`config.mk`:
```
export PLATFORM = sky130hd
export DESIGN_NAME = FetchUnit
export DESIGN_NICKNAME = d
export VERILOG_FILES = /design/src/hdl/mipsIsaPkg.sv /design/src/hdl/mipsMemPkg.sv /design/src/hdl/ProgramCounter.sv /design/src/hdl/BranchDecoder.sv /design/src/hdl/FetchControl.sv /design/src/hdl/FetchStage.sv /design/src/hdl/FetchUnit.sv
export SDC_FILE = /design/constraint.sdc
export NUM_CORES = 1
export LEC_CHECK = 0
export ABC_AREA = 1
export BUFFER_PORTS_ARGS = -buffer_cell sky130_fd_sc_hd__buf_2
export CORE_MARGIN = 2
export CORE_UTILIZATION = 35
export DETAILED_ROUTE_END_ITERATION = 6
export PLACE_DENSITY = 0.67
export SYNTH_ARGS = -nofsm -noshare
export SYNTH_HDL_FRONTEND = slang
export SYNTH_HIERARCHICAL = 1
export SYNTH_SLANG_ARGS = --single-unit
```
`constraint.sdc`:
```
create_clock -name clk -period 8.1 [get_ports clk]
set_input_delay 1.62 -clock clk [delete_from_list [all_inputs] [get_ports clk]]
set_output_delay 1.62 -clock clk [all_outputs]
set_load 0.005 [all_outputs]
```
`src/hdl/mipsIsaPkg.sv`:
```
// MIPS32 instruction encodings and decode types shared by the fetch front end and its decoder
package mipsIsaPkg;

    // Primary opcodes used by the front end
    localparam logic [5:0] opSpecial = 6'h00;
    localparam logic [5:0] opJ       = 6'h02;
    localparam logic [5:0] opJal     = 6'h03;
    localparam logic [5:0] opBeq     = 6'h04;
    localparam logic [5:0] opBne     = 6'h05;
    localparam logic [5:0] opBlez    = 6'h06;
    localparam logic [5:0] opBgtz    = 6'h07;

    // SPECIAL function codes for register jumps
    localparam logic [5:0] functJr   = 6'h08;
    localparam logic [5:0] functJalr = 6'h09;

    typedef struct packed {
        logic [5:0] opcode;
        logic [4:0] rs;
        logic [4:0] rt;
        logic [4:0] rd;
        logic [4:0] shamt;
        logic [5:0] funct;
    } rFormatT;

    typedef struct packed {
        logic [5:0]  opcode;
        logic [4:0]  rs;
        logic [4:0]  rt;
        logic [15:0] imm16;
    } iFormatT;

    typedef struct packed {
        logic [5:0]  opcode;
        logic [25:0] target26;
    } jFormatT;

    // One instruction word, three ways of reading it
    typedef union packed {
        rFormatT rFormat;
        iFormatT iFormat;
        jFormatT jFormat;
    } instrWord;

    // What the D-stage word means for the next PC
    typedef enum logic [2:0] {
        classOther,
        classBranch,
        classJumpImm,
        classJumpReg
    } instrClass;

    typedef enum logic [1:0] {
        condEq,
        condNe,
        condLez,
        condGtz
    } branchCond;

endpackage

```
`src/hdl/mipsMemPkg.sv`:
```
// Memory map defaults and exception codes for the instruction fetch front end
package mipsMemPkg;

    // First instruction after reset
    localparam logic [31:0] defaultBootAddress = 32'h0000_3000;

    // Exception handler entry point
    localparam logic [31:0] defaultExcEntry    = 32'h0000_4180;

    // Instruction memory window, both ends inclusive
    localparam logic [31:0] defaultImStart     = 32'h0000_3000;
    localparam logic [31:0] defaultImEnd       = 32'h0000_6FFC;

    // CP0 Cause.ExcCode values raised by fetch
    typedef enum logic [4:0] {
        excNone = 5'd0,
        excAdEL = 5'd4
    } excCode;

endpackage

```
`src/hdl/ProgramCounter.sv`:
```
// Program counter with next-PC selection, delay-slot flag and fetch address-error check
`timescale 1ns/1ps

module ProgramCounter
    import mipsIsaPkg::*;
    import mipsMemPkg::*;
#(
    parameter logic [31:0] bootAddress = defaultBootAddress,
    parameter logic [31:0] excEntry    = defaultExcEntry,
    parameter logic [31:0] imStart     = defaultImStart,
    parameter logic [31:0] imEnd       = defaultImEnd
) (
    input  logic        clk,
    input  logic        reset,
    input  logic        en,
    input  instrClass   iClass,
    input  logic        branchTaken,
    input  logic [15:0] imm16,
    input  logic [25:0] jTarget,
    input  logic [31:0] jumpReg,
    input  logic        excEnter,
    input  logic        excReturn,
    input  logic [31:0] epc,
    output logic [31:0] pc,
    output logic        bd,
    output excCode      exc
);

    logic [31:0] nextPc;
    logic [31:0] branchAddr;
    logic [31:0] jumpAddr;
    logic        halted;

    // pc already points at the delay slot here
    assign branchAddr = pc + {{14{imm16[15]}}, imm16, 2'b00};
    assign jumpAddr   = {pc[31:28], jTarget, 2'b00};

    // Parked on the word just below the handler
    assign halted = (pc == excEntry - 32'd4);

    always_comb begin
        if (excEnter) begin
            nextPc = excEntry;
        end else if (excReturn) begin
            nextPc = {epc[31:2], 2'b00};
        end else if (halted) begin
            nextPc = pc;
        end else if (iClass == classJumpReg) begin
            nextPc = jumpReg;
        end else if (iClass == classJumpImm) begin
            nextPc = jumpAddr;
        end else if (iClass == classBranch && branchTaken) begin
            nextPc = branchAddr;
        end else begin
            nextPc = pc + 32'd4;
        end
    end

    always_ff @(posedge clk) begin
        if (reset) begin
            pc <= bootAddress;
        end else if (en) begin
            pc <= nextPc;
        end
    end

    // Any branch or jump in D makes this word its delay slot, taken or not
    assign bd = (iClass != classOther);

    assign exc = (pc < imStart || pc > imEnd || pc[1:0] != 2'b00) ? excAdEL : excNone;

    pcHeldAtBoot: assert property (@(posedge clk) reset |=> pc == bootAddress)
        else $error("PC left the boot address while reset was high");

endmodule

```
`src/hdl/BranchDecoder.sv`:
```
// D-stage branch and jump decoder that classifies the word and resolves the branch condition
`timescale 1ns/1ps

module BranchDecoder
    import mipsIsaPkg::*;
(
    input  logic [31:0] codeD,
    input  logic        fetchValid,
    input  logic [31:0] rsValue,
    input  logic [31:0] rtValue,
    output instrClass   iClass,
    output logic        branchTaken,
    output logic [15:0] imm16,
    output logic [25:0] jTarget,
    output logic [31:0] jumpReg,
    output logic [4:0]  rsIndex,
    output logic [4:0]  rtIndex
);

    instrWord  word;
    branchCond cond;
    logic      condMet;

    assign word = codeD;

    // Bubbles decode as ordinary instructions
    always_comb begin
        iClass = classOther;
        cond   = condEq;
        if (fetchValid) begin
            case (word.rFormat.opcode)
                opBeq: begin
                    iClass = classBranch;
                    cond   = condEq;
                end
                opBne: begin
                    iClass = classBranch;
                    cond   = condNe;
                end
                opBlez: begin
                    iClass = classBranch;
                    cond   = condLez;
                end
                opBgtz: begin
                    iClass = classBranch;
                    cond   = condGtz;
                end
                opJ, opJal: iClass = classJumpImm;
                opSpecial: begin
                    if (word.rFormat.funct == functJr || word.rFormat.funct == functJalr) begin
                        iClass = classJumpReg;
                    end
                end
                default: iClass = classOther;
            endcase
        end
    end

    // BLEZ and BGTZ look at rs alone, as signed
    always_comb begin
        case (cond)
            condEq:  condMet = (rsValue == rtValue);
            condNe:  condMet = (rsValue != rtValue);
            condLez: condMet = ($signed(rsValue) <= 32'sd0);
            default: condMet = ($signed(rsValue) > 32'sd0);
        endcase
    end

    assign branchTaken = (iClass == classBranch) && condMet;

    assign imm16   = word.iFormat.imm16;
    assign jTarget = word.jFormat.target26;
    assign jumpReg = rsValue;
    assign rsIndex = word.rFormat.rs;
    assign rtIndex = word.iFormat.rt;

endmodule

```
`src/hdl/FetchControl.sv`:
```
// Fetch pipeline control that merges memory wait, downstream stall and CP0 redirects
`timescale 1ns/1ps

module FetchControl (
    input  logic iReady,
    input  logic stallIn,
    input  logic excEnter,
    input  logic excReturn,
    output logic enPC,
    output logic stall,
    output logic clear,
    output logic busy
);

    logic advance;

    // A fetch completes only when memory answers and nothing downstream holds us
    assign advance = iReady && !stallIn;

    assign enPC  = advance;
    assign stall = !advance;

    // Redirect squashes the word fetched on the old path
    assign clear = advance && (excEnter || excReturn);

    // Memory wait, seen by the pipeline controller
    assign busy = !iReady;

    // CP0 raises entry and return from separate, exclusive events
    singleRedirect: assert final (!(excEnter && excReturn))
        else $error("Exception entry and ERET requested in the same cycle");

endmodule

```
`src/hdl/FetchStage.sv`:
```
// Fetch stage with the instruction memory address, program counter and F/D pipeline register
`timescale 1ns/1ps

module FetchStage
    import mipsIsaPkg::*;
    import mipsMemPkg::*;
#(
    parameter logic [31:0] bootAddress = defaultBootAddress,
    parameter logic [31:0] excEntry    = defaultExcEntry,
    parameter logic [31:0] imStart     = defaultImStart,
    parameter logic [31:0] imEnd       = defaultImEnd
) (
    input  logic        clk,
    input  logic        reset,
    input  logic        enPC,
    input  logic        stall,
    input  logic        clear,
    input  logic [31:0] iRData,
    input  instrClass   iClass,
    input  logic        branchTaken,
    input  logic [15:0] imm16,
    input  logic [25:0] jTarget,
    input  logic [31:0] jumpReg,
    input  logic        excEnter,
    input  logic        excReturn,
    input  logic [31:0] epc,
    output logic [31:0] iAddr,
    output logic [31:0] pcF,
    output logic [31:0] codeD,
    output logic [31:0] pcD,
    output logic        bdD,
    output excCode      excD,
    output logic        fetchValid
);

    logic   bdF;
    excCode excF;

    ProgramCounter #(
        .bootAddress(bootAddress),
        .excEntry   (excEntry),
        .imStart    (imStart),
        .imEnd      (imEnd)
    ) programCounter (
        .clk        (clk),
        .reset      (reset),
        .en         (enPC),
        .iClass     (iClass),
        .branchTaken(branchTaken),
        .imm16      (imm16),
        .jTarget    (jTarget),
        .jumpReg    (jumpReg),
        .excEnter   (excEnter),
        .excReturn  (excReturn),
        .epc        (epc),
        .pc         (pcF),
        .bd         (bdF),
        .exc        (excF)
    );

    assign iAddr = pcF;

    // F/D register, stall holds everything and clear only acts on an advancing edge
    always_ff @(posedge clk) begin
        if (reset) begin
            codeD      <= '0;
            pcD        <= '0;
            bdD        <= 1'b0;
            excD       <= excNone;
            fetchValid <= 1'b0;
        end else if (!stall) begin
            if (clear) begin
                codeD      <= '0;
                pcD        <= '0;
                bdD        <= 1'b0;
                excD       <= excNone;
                fetchValid <= 1'b0;
            end else begin
                codeD      <= iRData;
                pcD        <= pcF;
                bdD        <= bdF;
                excD       <= excF;
                fetchValid <= 1'b1;
            end
        end
    end

    addrHeldOnStall: assert property (@(posedge clk) disable iff (reset) stall |=> $stable(iAddr))
        else $error("Instruction address moved during a stalled cycle");

endmodule

```
`src/hdl/FetchUnit.sv`:
```
// Top level of the MIPS32 fetch front end, wiring control, fetch stage and branch decoder
`timescale 1ns/1ps

module FetchUnit
    import mipsIsaPkg::*;
    import mipsMemPkg::*;
#(
    parameter logic [31:0] bootAddress = defaultBootAddress,
    parameter logic [31:0] excEntry    = defaultExcEntry,
    parameter logic [31:0] imStart     = defaultImStart,
    parameter logic [31:0] imEnd       = defaultImEnd
) (
    input  logic        clk,
    input  logic        reset,
    input  logic [31:0] iRData,
    input  logic        iReady,
    input  logic [31:0] rsValue,
    input  logic [31:0] rtValue,
    input  logic        stallIn,
    input  logic        excEnter,
    input  logic        excReturn,
    input  logic [31:0] epc,
    output logic [31:0] iAddr,
    output logic [4:0]  rsIndex,
    output logic [4:0]  rtIndex,
    output logic [31:0] codeD,
    output logic [31:0] pcD,
    output logic        bdD,
    output excCode      excD,
    output logic        fetchValid,
    output logic [31:0] pcF
);

    logic        enPC;
    logic        stall;
    logic        clear;
    instrClass   iClass;
    logic        branchTaken;
    logic [15:0] imm16;
    logic [25:0] jTarget;
    logic [31:0] jumpReg;

    FetchControl fetchControl (
        .iReady   (iReady),
        .stallIn  (stallIn),
        .excEnter (excEnter),
        .excReturn(excReturn),
        .enPC     (enPC),
        .stall    (stall),
        .clear    (clear),
        .busy     ()
    );

    FetchStage #(
        .bootAddress(bootAddress),
        .excEntry   (excEntry),
        .imStart    (imStart),
        .imEnd      (imEnd)
    ) fetchStage (
        .clk        (clk),
        .reset      (reset),
        .enPC       (enPC),
        .stall      (stall),
        .clear      (clear),
        .iRData     (iRData),
        .iClass     (iClass),
        .branchTaken(branchTaken),
        .imm16      (imm16),
        .jTarget    (jTarget),
        .jumpReg    (jumpReg),
        .excEnter   (excEnter),
        .excReturn  (excReturn),
        .epc        (epc),
        .iAddr      (iAddr),
        .pcF        (pcF),
        .codeD      (codeD),
        .pcD        (pcD),
        .bdD        (bdD),
        .excD       (excD),
        .fetchValid (fetchValid)
    );

    // Decodes the D word and feeds the redirect back to the PC
    BranchDecoder branchDecoder (
        .codeD      (codeD),
        .fetchValid (fetchValid),
        .rsValue    (rsValue),
        .rtValue    (rtValue),
        .iClass     (iClass),
        .branchTaken(branchTaken),
        .imm16      (imm16),
        .jTarget    (jTarget),
        .jumpReg    (jumpReg),
        .rsIndex    (rsIndex),
        .rtIndex    (rtIndex)
    );

endmodule

```
==> results.cfg <==
[pwr]
cellLeakagePower_nw = 4.60
powerDensity_nw_per_um2 = 133
share_seq_of_total_power = 0.448
comb_power_share = 0.170
clock_power_share = 0.382
vdd.ir_drop.worst_v = 0.0000824
p_int_w = 0.000827
switching_share = 0.323
p_switching_w = 0.000394

[run_status]
status = finished clean

[clock_tree]
cts_resized = 0
clk_pin_slew_worst_paths_ns = 0.08
post-cts-setup-buffers = 0
cts_sinks = 103
ctsRootBufferMaster = clkbuf_16
hold_buffers = 0
cts_buffer_depth = 2
cts_made_buffers = 9
htree_levels = 3
insertion_delay_ns = 0.38
cts_tree = done

[cells_and_area]
layout_common_cells = nand2_1 (434), buf_2 (275), nor2_1 (144), a21oi_1 (133), inv_1 (126)
fin_util = 0.396
area.growth.synth_to_final_pct = 12.4
regArea_um2 = 2060
final_common_cell = nand2_1
fin_nets = 1628
multi_input_area_um2 = 4490
nFillCells = 2643
drive_gt1_frac = 0.223

[global_route]
grt.total_usage = 0.230
grt_pass1_vias = 7740
grt_max_degree = 75
grt_pass1_wl_um = 43600
grt_antenna_before_repair = 3
grt_overflow_total = 0

[floorplan]
rows = 56
dieArea_um2 = 24700
core_um2 = 23300
ios = 279
die_w_um = 157
initial_core_util = 0.352
die_y_um = 157

[placement]
io_buffers = 276
hpwl_um = 22700
place_congestion = 0.939
dp_slack_ns = 2.15

[route]
first_pass_iters = 5
ant_nets = 0
wl_um = 28900
route.detailed.wl_per_inst_um = 16.0
drc = 0
vias_per_cell = 4.83
via_count = 8711
drtIter0Drc = 692

[timing]
finalSetupViolCount = 0
tightest_slew_ns = 0.984
setup_ws_ns = 2.59
drv_slew = 0
finalClockSkew_ns = 0.0252
timing.fmax_mhz = 181
fin_crit_sh = 0.681
fin_tns_setup_ns = 0
post-route-min-period_ns = 5.51
hold_viol_final = 0
rsz0062_at_grt = false
maxSlewHeadroom = 0.344
holdWs_ns = 0.462

[worst_setup_path]
rr_startpoint = fetchStage/codeD[31]$_SDFFE_PP0N_
critPathMostFrequentCell = nand2_1
cp_slowest_cell = fa_1
end_kind = flop
criticalPathCategory = input port to flop
max_stage_delay_ns = 0.42
path_max_fanout = 15
start_kind = input port
r2r_end = fetchStage/programCounter/pc[18]$_SDFFE_PP0P_
crit_path_cell_trace = buf_2 -> xnor2_1 -> nand4_1 -> nor2_1 -> nand3_2 -> a21oi_1 -> nor2_2 -> nand2_2 -> inv_4 -> nand2_1 -> or2_2 -> ha_1 -> inv_1 -> fa_1 -> inv_1 -> nand3_1 -> and2_1 -> o211ai_1 -> nand2_1 -> nand2_1 -> xnor2_1 -> o21ai_0 -> o211ai_1 -> a21oi_1
critPathArrivalTime_ns = 5.81
critPathRequiredTime_ns = 8.40
reg2reg_depth = 22
r2r_slack_ns = 3.60

[min_path]
hp-start = fetchStage/pcD[23]$_SDFFE_PP0N_
whs_path_depth = 2
hp-class = flop to flop
hold_end = fetchStage/pcD[23]$_SDFFE_PP0N_

[logic_synthesis]
yosys_warnings = 6
synthCells = 1348
syn_area_um2 = 8200
avgSynthCellArea_um2 = 6.08

[job]
cap_violations = 0
[per-layer routing]
layer,track usage,share of wire
met1,0.328,0.46
met2,0.356,0.44
met3,0.0402,0.081
met4,0.0619,0.020
met5,0,0
[how the worst max path moves through the flow]
stage                     start                                            end  slack [ns]  depth (start not counted)
floorplan            rsValue[8]  fetchStage/programCounter/pc[30]$_SDFFE_PP0P_        3.56                         27
global placement    rsValue[23]  fetchStage/programCounter/pc[18]$_SDFFE_PP0P_        2.16                         24
detailed placement  rsValue[23]  fetchStage/programCounter/pc[18]$_SDFFE_PP0P_        2.15                         24
CTS                 rsValue[23]  fetchStage/programCounter/pc[18]$_SDFFE_PP0P_        2.51                         24
global route        rsValue[23]  fetchStage/programCounter/pc[18]$_SDFFE_PP0P_        2.26                         24
finish              rsValue[23]  fetchStage/programCounter/pc[18]$_SDFFE_PP0P_        2.59                         24
[state kept, by name, summed over array words and instances (netlist names)]
signal and flops:
fetchStage/bdD 1, fetchStage/codeD 32, fetchStage/excD 5, fetchStage/fetchValid 1, fetchStage/pcD 32, fetchStage/programCounter/pc 32
[critical path, delay by kind of cell]
family	cells	cell delay, ns
simple gates	11	1.75
buf+inv	4	0.36
fa+ha+maj	2	0.57
compound gates	5	1.09
xor+xnor	2	0.40
[power groups by stage]
stage	Sequential [W]	Clock [W]	Combinational, W
2_1_floorplan	0.000551	0	0.000143
3_3_place_gp	0.000559	0	0.000207
3_5_place_dp	0.000559	0	0.000208
4_1_cts	0.000547	0.000476	0.000209
5_1_grt	0.000550	0.000495	0.000232
6_report	0.000547	0.000466	0.000208
[final cells by class]
class | instances | area share
flip-flops and latches | 103 | 0.224
repair buffers | 282 | 0.155
multi-input cells | 943 | 0.487
well taps | 319 | 0.0433
clock inverters | 7 | 0.00937
inverters | 137 | 0.0561
diodes | 2 | 0.000543
clock buffers | 9 | 0.0244
[through the flow]
step / cells / instance area [um2] / power, W
finish: 1802 / 9220 / 0.00122
global route: 1801 / 9210 / 0.00128
CTS: 1800 / 9210 / 0.00123
detailed placement: 1784 / 8900 / 0.000767
global placement: 1784 / 8900 / 0.000765
floorplan: 1351 / 8210 / 0.000695
Note: power is estimated with default switching activity, not from simulation.
